$ cat config.mk
export PLATFORM = sky130hd
export DESIGN_NAME = pwm_top
export DESIGN_NICKNAME = d
export VERILOG_FILES = /design/src/hdl/pwm_pkg.sv /design/src/hdl/pwm_regs.sv /design/src/hdl/pwm_timebase.sv /design/src/hdl/pwm_fault.sv /design/src/hdl/pwm_channel.sv /design/src/hdl/pwm_top.sv
export VERILOG_INCLUDE_DIRS = /design/src /design/src/hdl
export SDC_FILE = /design/constraint.sdc
export NUM_CORES = 1
export LEC_CHECK = 0
export BUFFER_PORTS_ARGS = -buffer_cell sky130_fd_sc_hd__buf_4
export CAP_MARGIN = 10
export CELL_PAD_IN_SITES_DETAIL_PLACEMENT = 0
export CELL_PAD_IN_SITES_GLOBAL_PLACEMENT = 1
export CORE_MARGIN = 2
export CORE_UTILIZATION = 54
export DETAILED_ROUTE_END_ITERATION = 16
export PLACE_DENSITY_LB_ADDON = 0.25
export SLEW_MARGIN = 20
export SYNTH_ARGS = -nofsm -noshare
export SYNTH_HDL_FRONTEND = slang
export SYNTH_HIERARCHICAL = 1
export SYNTH_SLANG_ARGS = --single-unit
$ cat constraint.sdc
create_clock -name clk_i -period 10.8 [get_ports clk_i]
set_input_delay 2.16 -clock clk_i [delete_from_list [all_inputs] [get_ports clk_i]]
set_output_delay 2.16 -clock clk_i [all_outputs]
set_load 0.02 [all_outputs]
$ cat src/hdl/pwm_params.svh
/*
  PWM controller constants
  Widths, channel count, register map offsets
*/
`ifndef PWM_PARAMS_SVH
`define PWM_PARAMS_SVH

// ====================
// Widths and sizes
// ====================
`define PWM_NUM_CH      4     // Output channels
`define PWM_CNT_W       16    // Counter, duty, dead-time
`define PWM_FILT_W      8     // Fault debounce length
`define PWM_DATA_W      32    // APB data
`define PWM_ADDR_W      8     // APB byte address

// ====================
// Register map
// ====================
`define PWM_GCR_OFS     8'h00
`define PWM_PERIOD_OFS  8'h04
`define PWM_PSC_OFS     8'h08
`define PWM_CNT_OFS     8'h0C // Live counter, read only
`define PWM_DT_OFS      8'h10 // Rise [15:0], fall [31:16]
`define PWM_FAULT_OFS   8'h14
`define PWM_IER_OFS     8'h18
`define PWM_ISR_OFS     8'h1C // Write 1 to clear

// Per channel block
`define PWM_CH_BASE     8'h40
`define PWM_CH_STRIDE   8'h10
`define PWM_CCR_OFS     8'h0
`define PWM_DUTY_OFS    8'h4

`endif

$ cat src/hdl/pwm_pkg.sv
/*
  Shared types of the PWM controller
  Vector typedefs, config structs, APB request, dead-time states
*/
`default_nettype none
`include "pwm_params.svh"

package pwm_pkg;

  // ====================
  // Vector types
  // ====================
  typedef logic [`PWM_CNT_W-1:0]  pwm_cnt_t;   // Counter, period, duty, dead-time
  typedef logic [`PWM_CNT_W-1:0]  pwm_psc_t;   // Prescaler
  typedef logic [`PWM_FILT_W-1:0] pwm_filt_t;  // Fault filter length
  typedef logic [`PWM_DATA_W-1:0] pwm_data_t;
  typedef logic [`PWM_ADDR_W-1:0] pwm_addr_t;

  // APB request, no wait states
  typedef struct packed {
    logic      psel;
    logic      penable;
    logic      pwrite;
    pwm_addr_t paddr;
    pwm_data_t pwdata;
  } pwm_apb_req_t;

  // ====================
  // Configuration
  // ====================
  typedef struct packed {
    logic     en;       // Global enable
    logic     out_en;   // Master output gate
    pwm_cnt_t period;
    pwm_psc_t psc;
    pwm_cnt_t dt_rise;  // In ticks
    pwm_cnt_t dt_fall;
  } pwm_glb_cfg_t;

  typedef struct packed {
    logic     en;
    logic     pol;       // Invert polarized signal
    logic     comp_en;   // Drive pwm_n
    logic     dt_en;
    logic     fault_en;  // Shut down on fault flag
    pwm_cnt_t duty;
  } pwm_ch_cfg_t;

  typedef struct packed {
    logic      pol;       // Set for active low input
    logic      auto_clr;
    pwm_filt_t filt;
  } pwm_fault_cfg_t;

  // Dead-time sequencer
  typedef enum logic [1:0] {
    OFF,
    DT_RISE,
    ON,
    DT_FALL
  } pwm_dt_state_e;

endpackage

`default_nettype wire

$ cat src/hdl/pwm_regs.sv
/*
  APB register file of the PWM controller
  Global and per channel config, read mux, IER/ISR, fault clear pulse
*/
`timescale 1ns/1ps
`default_nettype none
`include "pwm_params.svh"

module pwm_regs (
  input  logic                    clk_i,
  input  logic                    rst_ni,
  input  pwm_pkg::pwm_apb_req_t   apb_i,
  output pwm_pkg::pwm_data_t      prdata_o,
  input  pwm_pkg::pwm_cnt_t       cnt_i,
  input  logic                    wrap_i,
  input  logic                    fault_lvl_i,
  input  logic                    fault_flag_i,
  output logic                    fault_clr_o,
  output pwm_pkg::pwm_glb_cfg_t   glb_cfg_o,
  output pwm_pkg::pwm_fault_cfg_t fault_cfg_o,
  output pwm_pkg::pwm_ch_cfg_t    ch_cfg_o [`PWM_NUM_CH],
  output logic                    irq_o
);
  import pwm_pkg::*;

  localparam int CH_IDX_W = $clog2(`PWM_NUM_CH);

  pwm_glb_cfg_t           glb_q;
  pwm_fault_cfg_t         fault_q;
  pwm_ch_cfg_t            ch_q [`PWM_NUM_CH];
  logic [1:0]             ier_q;  // [0] wrap, [1] fault
  logic [1:0]             isr_q;
  logic                   wr_en;
  logic                   ch_hit;
  pwm_addr_t              ch_ofs;
  pwm_addr_t              ch_reg;
  logic [CH_IDX_W-1:0]    ch_idx;

  // ====================
  // Address decode
  // ====================
  assign wr_en  = apb_i.psel && apb_i.penable && apb_i.pwrite;  // Access phase write
  assign ch_ofs = apb_i.paddr - `PWM_CH_BASE;
  assign ch_hit = (apb_i.paddr >= `PWM_CH_BASE) &&
                  (apb_i.paddr < `PWM_CH_BASE + `PWM_NUM_CH * `PWM_CH_STRIDE);
  assign ch_idx = CH_IDX_W'(ch_ofs / `PWM_CH_STRIDE);
  assign ch_reg = ch_ofs % `PWM_CH_STRIDE;  // Offset inside channel block

  // Config registers
  always_ff @(posedge clk_i or negedge rst_ni) begin
    if (!rst_ni) begin
      glb_q        <= '0;
      glb_q.period <= '1;  // Period resets to all ones
      fault_q      <= '0;
      ier_q        <= '0;
      for (int i = 0; i < `PWM_NUM_CH; i++) begin
        ch_q[i] <= '0;
      end
    end else if (wr_en) begin
      case (apb_i.paddr)
        `PWM_GCR_OFS: begin
          glb_q.en     <= apb_i.pwdata[0];
          glb_q.out_en <= apb_i.pwdata[1];
        end
        `PWM_PERIOD_OFS: glb_q.period <= apb_i.pwdata[`PWM_CNT_W-1:0];
        `PWM_PSC_OFS:    glb_q.psc    <= apb_i.pwdata[`PWM_CNT_W-1:0];
        `PWM_DT_OFS: begin
          glb_q.dt_rise <= apb_i.pwdata[`PWM_CNT_W-1:0];
          glb_q.dt_fall <= apb_i.pwdata[`PWM_CNT_W+15:16];
        end
        `PWM_FAULT_OFS: begin  // Bit 1 is the clear pulse, not stored
          fault_q.pol      <= apb_i.pwdata[2];
          fault_q.auto_clr <= apb_i.pwdata[3];
          fault_q.filt     <= apb_i.pwdata[`PWM_FILT_W+7:8];
        end
        `PWM_IER_OFS: ier_q <= apb_i.pwdata[1:0];
        default: ;
      endcase
      if (ch_hit && ch_reg == `PWM_CCR_OFS) begin
        ch_q[ch_idx].en       <= apb_i.pwdata[0];
        ch_q[ch_idx].pol      <= apb_i.pwdata[1];
        ch_q[ch_idx].comp_en  <= apb_i.pwdata[2];
        ch_q[ch_idx].dt_en    <= apb_i.pwdata[3];
        ch_q[ch_idx].fault_en <= apb_i.pwdata[4];
      end
      if (ch_hit && ch_reg == `PWM_DUTY_OFS) begin
        ch_q[ch_idx].duty <= apb_i.pwdata[`PWM_CNT_W-1:0];
      end
    end
  end

  // ====================
  // Interrupts
  // ====================
  always_ff @(posedge clk_i or negedge rst_ni) begin
    if (!rst_ni) begin
      isr_q <= '0;
    end else begin
      if (wr_en && apb_i.paddr == `PWM_ISR_OFS) begin
        isr_q <= isr_q & ~apb_i.pwdata[1:0];  // W1C
      end
      if (wrap_i)      isr_q[0] <= 1'b1;  // Events win over clear
      if (fault_lvl_i) isr_q[1] <= 1'b1;
    end
  end

  assign irq_o       = |(isr_q & ier_q);
  assign fault_clr_o = wr_en && (apb_i.paddr == `PWM_FAULT_OFS) && apb_i.pwdata[1];

  // Read mux, zero for unmapped
  always_comb begin
    prdata_o = '0;
    if (apb_i.psel && !apb_i.pwrite) begin
      case (apb_i.paddr)
        `PWM_GCR_OFS:    prdata_o[1:0] = {glb_q.out_en, glb_q.en};
        `PWM_PERIOD_OFS: prdata_o[`PWM_CNT_W-1:0] = glb_q.period;
        `PWM_PSC_OFS:    prdata_o[`PWM_CNT_W-1:0] = glb_q.psc;
        `PWM_CNT_OFS:    prdata_o[`PWM_CNT_W-1:0] = cnt_i;  // Live count
        `PWM_DT_OFS:     prdata_o = {glb_q.dt_fall, glb_q.dt_rise};
        `PWM_FAULT_OFS: begin
          prdata_o[3:0]              = {fault_q.auto_clr, fault_q.pol, fault_flag_i, fault_lvl_i};
          prdata_o[`PWM_FILT_W+7:8] = fault_q.filt;
        end
        `PWM_IER_OFS:    prdata_o[1:0] = ier_q;
        `PWM_ISR_OFS:    prdata_o[1:0] = isr_q;
        default: begin
          if (ch_hit && ch_reg == `PWM_CCR_OFS) begin
            prdata_o[4:0] = {ch_q[ch_idx].fault_en, ch_q[ch_idx].dt_en,
                             ch_q[ch_idx].comp_en, ch_q[ch_idx].pol, ch_q[ch_idx].en};
          end else if (ch_hit && ch_reg == `PWM_DUTY_OFS) begin
            prdata_o[`PWM_CNT_W-1:0] = ch_q[ch_idx].duty;
          end
        end
      endcase
    end
  end

  assign glb_cfg_o   = glb_q;
  assign fault_cfg_o = fault_q;
  assign ch_cfg_o    = ch_q;

  // Setup phase is always followed by its access phase
  a_apb_access: assert property (@(posedge clk_i) disable iff (!rst_ni)
    (apb_i.psel && !apb_i.penable) |=> (apb_i.psel && apb_i.penable));

endmodule

`default_nettype wire

$ cat src/hdl/pwm_timebase.sv
/*
  PWM time base
  Prescaler tick and edge-aligned period counter with wrap pulse
*/
`timescale 1ns/1ps
`default_nettype none

module pwm_timebase (
  input  logic                  clk_i,
  input  logic                  rst_ni,
  input  pwm_pkg::pwm_glb_cfg_t cfg_i,
  output pwm_pkg::pwm_cnt_t     cnt_o,
  output logic                  tick_o,
  output logic                  wrap_o
);
  import pwm_pkg::*;

  pwm_psc_t psc_cnt_q;
  pwm_cnt_t cnt_q;
  pwm_cnt_t last_cnt;
  logic     at_last;

  // ====================
  // Prescaler
  // ====================
  always_ff @(posedge clk_i or negedge rst_ni) begin
    if (!rst_ni) begin
      psc_cnt_q <= '0;
    end else if (!cfg_i.en || tick_o) begin
      psc_cnt_q <= '0;  // Held while disabled
    end else begin
      psc_cnt_q <= psc_cnt_q + 1'b1;
    end
  end

  assign tick_o = cfg_i.en && (psc_cnt_q >= cfg_i.psc);  // Every PSC+1 clocks

  // ====================
  // Period counter
  // ====================
  assign last_cnt = cfg_i.period - 1'b1;
  assign at_last  = (cnt_q >= last_cnt);  // Also catches a shrunk period

  always_ff @(posedge clk_i or negedge rst_ni) begin
    if (!rst_ni) begin
      cnt_q <= '0;
    end else if (!cfg_i.en) begin
      cnt_q <= '0;
    end else if (tick_o) begin
      cnt_q <= at_last ? '0 : cnt_q + 1'b1;
    end
  end

  assign cnt_o  = cnt_q;
  assign wrap_o = tick_o && at_last;  // One clock per period

  // Running counter moves only on a tick
  a_cnt_on_tick: assert property (@(posedge clk_i) disable iff (!rst_ni)
    (cfg_i.en && !tick_o) |=> $stable(cnt_o));

endmodule

`default_nettype wire

$ cat src/hdl/pwm_fault.sv
/*
  Fault input conditioning
  Polarity, debounce filter, sticky flag with auto-clear and W1C
*/
`timescale 1ns/1ps
`default_nettype none

module pwm_fault (
  input  logic                    clk_i,
  input  logic                    rst_ni,
  input  logic                    fault_i,
  input  pwm_pkg::pwm_fault_cfg_t cfg_i,
  input  logic                    clr_i,
  output logic                    lvl_o,
  output logic                    flag_o
);
  import pwm_pkg::*;

  logic      fault_act;  // Polarity corrected input
  logic      lvl_q;
  logic      flag_q;
  pwm_filt_t filt_cnt_q;

  assign fault_act = fault_i ^ cfg_i.pol;  // Pol set means active low

  // ====================
  // Debounce
  // ====================
  // Level follows input after FILT+1 differing clocks in a row
  always_ff @(posedge clk_i or negedge rst_ni) begin
    if (!rst_ni) begin
      lvl_q      <= 1'b0;
      filt_cnt_q <= '0;
    end else if (fault_act == lvl_q) begin
      filt_cnt_q <= '0;  // Glitch ends, restart
    end else if (filt_cnt_q >= cfg_i.filt) begin
      lvl_q      <= fault_act;
      filt_cnt_q <= '0;
    end else begin
      filt_cnt_q <= filt_cnt_q + 1'b1;
    end
  end

  // Sticky flag, active level has priority over any clear
  always_ff @(posedge clk_i or negedge rst_ni) begin
    if (!rst_ni) begin
      flag_q <= 1'b0;
    end else if (lvl_q) begin
      flag_q <= 1'b1;
    end else if (clr_i || cfg_i.auto_clr) begin
      flag_q <= 1'b0;
    end
  end

  assign lvl_o  = lvl_q;
  assign flag_o = flag_q;

endmodule

`default_nettype wire

$ cat src/hdl/pwm_channel.sv
/*
  One PWM channel
  Duty compare, polarity, dead-time sequencer, output gating
*/
`timescale 1ns/1ps
`default_nettype none

module pwm_channel (
  input  logic                  clk_i,
  input  logic                  rst_ni,
  input  pwm_pkg::pwm_glb_cfg_t glb_i,
  input  pwm_pkg::pwm_ch_cfg_t  cfg_i,
  input  pwm_pkg::pwm_cnt_t     cnt_i,
  input  logic                  tick_i,
  input  logic                  fault_i,  // Sticky fault flag
  output logic                  pwm_o,
  output logic                  pwm_n_o
);
  import pwm_pkg::*;

  pwm_dt_state_e state_q;
  pwm_cnt_t      dt_cnt_q;  // Ticks spent in dead state
  logic          pol_sig;
  logic          pwm_sel;
  logic          pwm_n_sel;
  logic          gate;

  // Edge aligned compare then polarity
  assign pol_sig = (cfg_i.en && (cnt_i < cfg_i.duty)) ^ cfg_i.pol;

  // ====================
  // Dead-time FSM
  // ====================
  always_ff @(posedge clk_i or negedge rst_ni) begin
    if (!rst_ni) begin
      state_q  <= OFF;
      dt_cnt_q <= '0;
    end else if (!cfg_i.dt_en) begin
      state_q  <= pol_sig ? ON : OFF;  // Track while bypassed
      dt_cnt_q <= '0;
    end else begin
      unique case (state_q)
        OFF: begin
          if (pol_sig) begin
            state_q  <= DT_RISE;
            dt_cnt_q <= '0;
          end
        end
        DT_RISE: begin
          if (!pol_sig) begin
            state_q <= OFF;  // Pulse shorter than dead-time
          end else if (tick_i) begin
            if (dt_cnt_q >= glb_i.dt_rise) state_q <= ON;  // DT_RISE+1 ticks
            else dt_cnt_q <= dt_cnt_q + 1'b1;
          end
        end
        ON: begin
          if (!pol_sig) begin
            state_q  <= DT_FALL;
            dt_cnt_q <= '0;
          end
        end
        DT_FALL: begin
          if (pol_sig) begin
            state_q <= ON;
          end else if (tick_i) begin
            if (dt_cnt_q >= glb_i.dt_fall) state_q <= OFF;
            else dt_cnt_q <= dt_cnt_q + 1'b1;
          end
        end
        default: state_q <= OFF;
      endcase
    end
  end

  // Both low in dead states, decoded from the state flops
  assign pwm_sel   = cfg_i.dt_en ? (state_q == ON)  : pol_sig;
  assign pwm_n_sel = cfg_i.dt_en ? (state_q == OFF) : !pol_sig;

  // Output gating
  assign gate    = glb_i.en && glb_i.out_en && !(cfg_i.fault_en && fault_i);
  assign pwm_o   = gate && pwm_sel;
  assign pwm_n_o = gate && cfg_i.comp_en && pwm_n_sel;

  // A dead state separates the two outputs in both directions
  a_dead_before_on: assert property (@(posedge clk_i) disable iff (!rst_ni)
    (cfg_i.dt_en && pwm_n_o) |=> (!cfg_i.dt_en || !pwm_o));

  a_dead_before_off: assert property (@(posedge clk_i) disable iff (!rst_ni)
    (cfg_i.dt_en && pwm_o) |=> (!cfg_i.dt_en || !pwm_n_o));

endmodule

`default_nettype wire

$ cat src/hdl/pwm_top.sv
/*
  PWM controller top level
  Register file, time base, fault unit, channel array
*/
`timescale 1ns/1ps
`default_nettype none
`include "pwm_params.svh"

module pwm_top (
  input  logic                   clk_i,
  input  logic                   rst_ni,
  input  pwm_pkg::pwm_apb_req_t  apb_i,
  output pwm_pkg::pwm_data_t     prdata_o,
  input  logic                   fault_i,
  output logic [`PWM_NUM_CH-1:0] pwm_o,
  output logic [`PWM_NUM_CH-1:0] pwm_n_o,
  output logic                   irq_o
);
  import pwm_pkg::*;

  pwm_glb_cfg_t   glb_cfg;
  pwm_fault_cfg_t fault_cfg;
  pwm_ch_cfg_t    ch_cfg [`PWM_NUM_CH];
  pwm_cnt_t       cnt;
  logic           tick, wrap;
  logic           fault_lvl, fault_flag, fault_clr;

  // ====================
  // Control path
  // ====================
  pwm_regs u_regs (
    .clk_i, .rst_ni, .apb_i, .prdata_o,
    .cnt_i(cnt), .wrap_i(wrap),
    .fault_lvl_i(fault_lvl), .fault_flag_i(fault_flag), .fault_clr_o(fault_clr),
    .glb_cfg_o(glb_cfg), .fault_cfg_o(fault_cfg), .ch_cfg_o(ch_cfg),
    .irq_o
  );

  pwm_timebase u_timebase (
    .clk_i, .rst_ni, .cfg_i(glb_cfg), .cnt_o(cnt), .tick_o(tick), .wrap_o(wrap)
  );

  pwm_fault u_fault (
    .clk_i, .rst_ni, .fault_i, .cfg_i(fault_cfg), .clr_i(fault_clr),
    .lvl_o(fault_lvl), .flag_o(fault_flag)
  );

  // One channel per output pair
  for (genvar i = 0; i < `PWM_NUM_CH; i++) begin : gen_ch
    pwm_channel u_ch (
      .clk_i, .rst_ni, .glb_i(glb_cfg), .cfg_i(ch_cfg[i]),
      .cnt_i(cnt), .tick_i(tick), .fault_i(fault_flag),
      .pwm_o(pwm_o[i]), .pwm_n_o(pwm_n_o[i])
    );
  end

endmodule

`default_nettype wire

==> impl_metrics.json <==
{
  "routed_wl_mm": 62.56,
  "timing.critical_path.from": "apb_i[37]",
  "synth_seq_cells": 278,
  "cp.depth": 7,
  "setup-violations-final": 0,
  "cts_repair_resize_count": 0,
  "clk_transition_reported_paths_ns": 0.06,
  "reg2reg_from": "u_regs/glb_cfg_o[53]",
  "synth_warnings": 6,
  "slew_headroom_pct": 24.54,
  "track_usage_pct": 32.24,
  "vias_in_the_first_global_route": 16350,
  "hold_viol": 0,
  "ios": 87,
  "ir_worst_vdd_mv": 0.1074,
  "ant_nets": 0,
  "worst_ep_arrival_time_ns": 4.93,
  "power_leakage_uw": 0.01014,
  "critical_path.cell_chain": "buf_4 -> nor3_1 -> nand2_1 -> nor2b_1 -> a221oi_1 -> a211oi_1 -> buf_4",
  "synth_nets": 2376,
  "power-per-cell-area_nw_per_um2": 106.8,
  "clock_sinks": 278,
  "postCtsSetupRepairBufs": 0,
  "drc": 0,
  "drt-wirelength-per-cell_um": 23.24,
  "timing.hold.ws_ns": 0.4794,
  "final.period_utilization_pct": 65.62,
  "synth_seq_area_share_pct": 33.66,
  "timing.critical_path.slowest_stage_cell": "sky130_fd_sc_hd__nor2b_1",
  "cts_tree": "yes",
  "path_max_fanout": 31,
  "final.setup_skew_ns": 0.01901,
  "ys_types": 84,
  "setup_slack_ns": 3.713,
  "post_synth_main_area_contributors": "sky130_fd_sc_hd__dfrtp_1 (32%), sky130_fd_sc_hd__ha_1 (14%), sky130_fd_sc_hd__mux2_2 (9.3%), sky130_fd_sc_hd__inv_1 (4.2%), sky130_fd_sc_hd__a21oi_1 (3.2%)",
  "timing.rr.end": "u_timebase/cnt_o[11]",
  "initial_core_util_pct": 54.90,
  "depth_of_the_worst_register_to_register_path": 11,
  "floorplan.core_area_um2": 37760,
  "power.total_uw": 2434,
  "grt_first_pass_wirelength_mm": 96.94,
  "count_of_flip_flops_with_a_built_in_enable_after_synthesis": 0,
  "ctsRootBufferMaster": "sky130_fd_sc_hd__clkbuf_16",
  "worst_path_dominant_cell_family": "simple AND/OR/NAND/NOR gates",
  "cp-end-kind": "output port",
  "critical_path_required_ns": 8.64,
  "setup_repair_after_global_routing_missed_its_margin": "false",
  "post-synth-top-area-cell": "sky130_fd_sc_hd__dfrtp_1",
  "drv_cap": 0,
  "die_height_um": 199.9,
  "ctsHtreeMaxLevel": 2,
  "portBuffers": 86,
  "start_kind": "input port",
  "r2r_slack_ns": 6.57,
  "flow.area_growth_from_synthesis_pct": 9.979,
  "max_clock_freq_mhz": 141.1,
  "die_width_um": 199.9,
  "timing_worst_slew_pin_value_ns": 1.131,
  "drtIter0Drc": 1042,
  "filler_cell_count": 3210,
  "hold_path_class": "register to register",
  "synthesized_area_um2": 20730,
  "synth_top_area_share_pct": 31.63,
  "drive_gt1_share_pct": 21.94,
  "placedCellCount": 2628,
  "die_area_um2": 39960,
  "grt_start_max_net_pins": 176,
  "timing.critical_path.to": "prdata_o[1]",
  "syn_inst": 2094,
  "grt-ovfl-total": 0,
  "pre_cts_slack_ns": 3.786,
  "final_cell_count_no_fill": 2692,
  "postSynthAreaPerCell_um2": 9.898,
  "cp.buffers_inverters": 2,
  "place.detailed.hpwl_mm": 46.04,
  "status": "finished clean",
  "globalplace.congestion": 0.9688,
  "firstDrtPassIters": 6,
  "nets": 2437,
  "critical_path.max_stage_delay_ns": 0.80,
  "via_per_inst": 6.116,
  "route.vias.total": 16460,
  "postSynth.asyncResetShare_pct": 100.0,
  "latest_clock_arrival_within_the_worst_skew_pair_ns": 0.55,
  "crit_path_frequent_cell": "sky130_fd_sc_hd__buf_4",
  "num_rows": 71,
  "hold_buffers": 0,
  "cts-buffers-inserted": 35,
  "classification_of_the_worst_setup_path": "input port to output port",
  "ys_dominant_reg_cell": "sky130_fd_sc_hd__dfrtp_1",
  "ctsLongestPathBuffers": 3,
  "antenna_found_initial": 3,
  "finalSetupTns_ns": 0,
  "final.min_clock_period_ns": 7.087,
  "maxSlewViolCount": 0
}
[how the worst min path moves through the flow]
stage | from | end | slack [ns] | depth (start not counted)
after floorplan | u_timebase/psc_cnt_q[0] | u_timebase/psc_cnt_q[0] | 0.45 | 1
after global placement | u_timebase/psc_cnt_q[0] | u_timebase/psc_cnt_q[0] | 0.47 | 1
after detailed placement | u_fault/filt_cnt_q[0] | u_fault/filt_cnt_q[0] | 0.48 | 1
after CTS | u_fault/filt_cnt_q[0] | u_fault/filt_cnt_q[0] | 0.49 | 1
after global routing | u_fault/filt_cnt_q[0] | u_fault/filt_cnt_q[0] | 0.53 | 1
final | u_fault/filt_cnt_q[0] | u_fault/filt_cnt_q[0] | 0.48 | 1
[through the flow]
stage               utilization (%)  cell area (µm²)
floorplan                         -            20730
global placement              57.28            21620
detailed placement            57.28            21630
CTS                           60.29            22760
global route                  60.37            22790
finish                        60.37            22790
[cells in the final DEF (no fill, tap or decap), drive strengths merged, types with 25 or more instances in the layout]
cell type,synthesis,routed
dfrtp,262,262
ha,236,236
inv,233,234
mux2,176,176
a21oi,153,153
nand2,145,145
nor2,98,98
o21ai,94,94
buf,38,92
nand3,57,57
a31oi,56,56
clkbuf,30,48
and3,45,45
nor3,40,40
nand4,33,33
a211oi,29,29
nand2b,29,29
and2,25,25
xor2,25,25
[cells in the mapped netlist, types with 9 or more instances]
cell	n
sky130_fd_sc_hd__a211oi_1	29
sky130_fd_sc_hd__mux4_2	21
sky130_fd_sc_hd__and2_1	24
sky130_fd_sc_hd__a21oi_2	20
sky130_fd_sc_hd__mux2i_1	18
sky130_fd_sc_hd__nor2b_1	16
sky130_fd_sc_hd__nor3_1	37
sky130_fd_sc_hd__nand3_1	52
sky130_fd_sc_hd__a21oi_1	133
sky130_fd_sc_hd__nand2b_1	28
sky130_fd_sc_hd__nor2_1	97
sky130_fd_sc_hd__o21a_1	15
sky130_fd_sc_hd__mux2_2	172
sky130_fd_sc_hd__o21ai_0	77
sky130_fd_sc_hd__a31oi_2	28
sky130_fd_sc_hd__nor4_1	17
sky130_fd_sc_hd__o211ai_1	16
sky130_fd_sc_hd__xor2_1	21
sky130_fd_sc_hd__dfrtp_1	262
sky130_fd_sc_hd__clkbuf_1	30
sky130_fd_sc_hd__xnor2_1	14
sky130_fd_sc_hd__inv_1	233
sky130_fd_sc_hd__nand4_1	28
sky130_fd_sc_hd__and3_1	37
sky130_fd_sc_hd__a22oi_1	15
sky130_fd_sc_hd__nor3b_1	10
sky130_fd_sc_hd__ha_1	236
sky130_fd_sc_hd__a31oi_1	28
sky130_fd_sc_hd__buf_2	17
sky130_fd_sc_hd__o21ai_1	12
sky130_fd_sc_hd__nand2_1	145
sky130_fd_sc_hd__and4_1	9
sky130_fd_sc_hd__dfstp_2	16
sky130_fd_sc_hd__nand3b_1	11
sky130_fd_sc_hd__a22o_1	14
[worst register-to-register path, cell delays in order (launching register included)]
cell	delay [ns]
sky130_fd_sc_hd__dfstp_2	0.40
sky130_fd_sc_hd__nor4_1	0.35
sky130_fd_sc_hd__nand2_1	0.20
sky130_fd_sc_hd__nor4_1	0.57
sky130_fd_sc_hd__nand3b_1	0.18
sky130_fd_sc_hd__xor2_1	0.19
sky130_fd_sc_hd__ha_1	0.34
sky130_fd_sc_hd__nand4_1	0.18
sky130_fd_sc_hd__or4_4	0.58
sky130_fd_sc_hd__o211ai_2	0.60
sky130_fd_sc_hd__o21ai_0	0.22
sky130_fd_sc_hd__a32o_1	0.30
[layer usage]
layer / vias to the layer above / global-route usage (%) / part of all wire [%]
li1: 7712 / - / -
met1: 8083 / 41.08 / 42
met2: 516 / 55.00 / 48
met3: 151 / 3.562 / 5.4
met4: 2 / 15.31 / 4.8
met5: - / 0 / 0.018
[sequential cells by signal (all words and copies together), names as in the netlist, 4 cells and up, named ones only]
register / flops
u_regs/glb_cfg_o: 66
gen_ch.u_ch/state_q: 4
u_timebase/cnt_o: 16
gen_ch.u_ch/dt_cnt_q: 64
u_fault/filt_cnt_q: 8
u_regs/ch_cfg_o: 84
u_regs/fault_cfg_o: 10
u_timebase/psc_cnt_q: 16
[logic make-up after synthesis]
group                      Yosys count  synth area share [%]
AOI/OAI and AO/OA                  450                 14.82
adders and majority gates          236                 14.25
xor gates and xnor gates            43                 2.542
muxes                              215                 12.79
and+or+nand+nor                    571                 15.57
buffers and inverters              301                 6.375
DFF                                278                 33.66
[power breakdown]
part,switching [µW],internal (µW)
combinational,115,67.5
sequential,19.7,1050
clock,473,706
[cell type report]
cell class	instances	area [µm²]	area share [%]
Clock inverter	13	160.2	0.7026
Tap cell	511	639.4	2.805
Sequential cell	278	6977	30.61
Clock buffer	48	975.9	4.281
Multi-Input combinational cell	1515	12430	54.54
Timing Repair Buffer	92	730.7	3.206
Antenna cell	2	5.005	0.02196
Inverter	233	874.6	3.837
No activity file was read; power rests on OpenSTA's default activity.
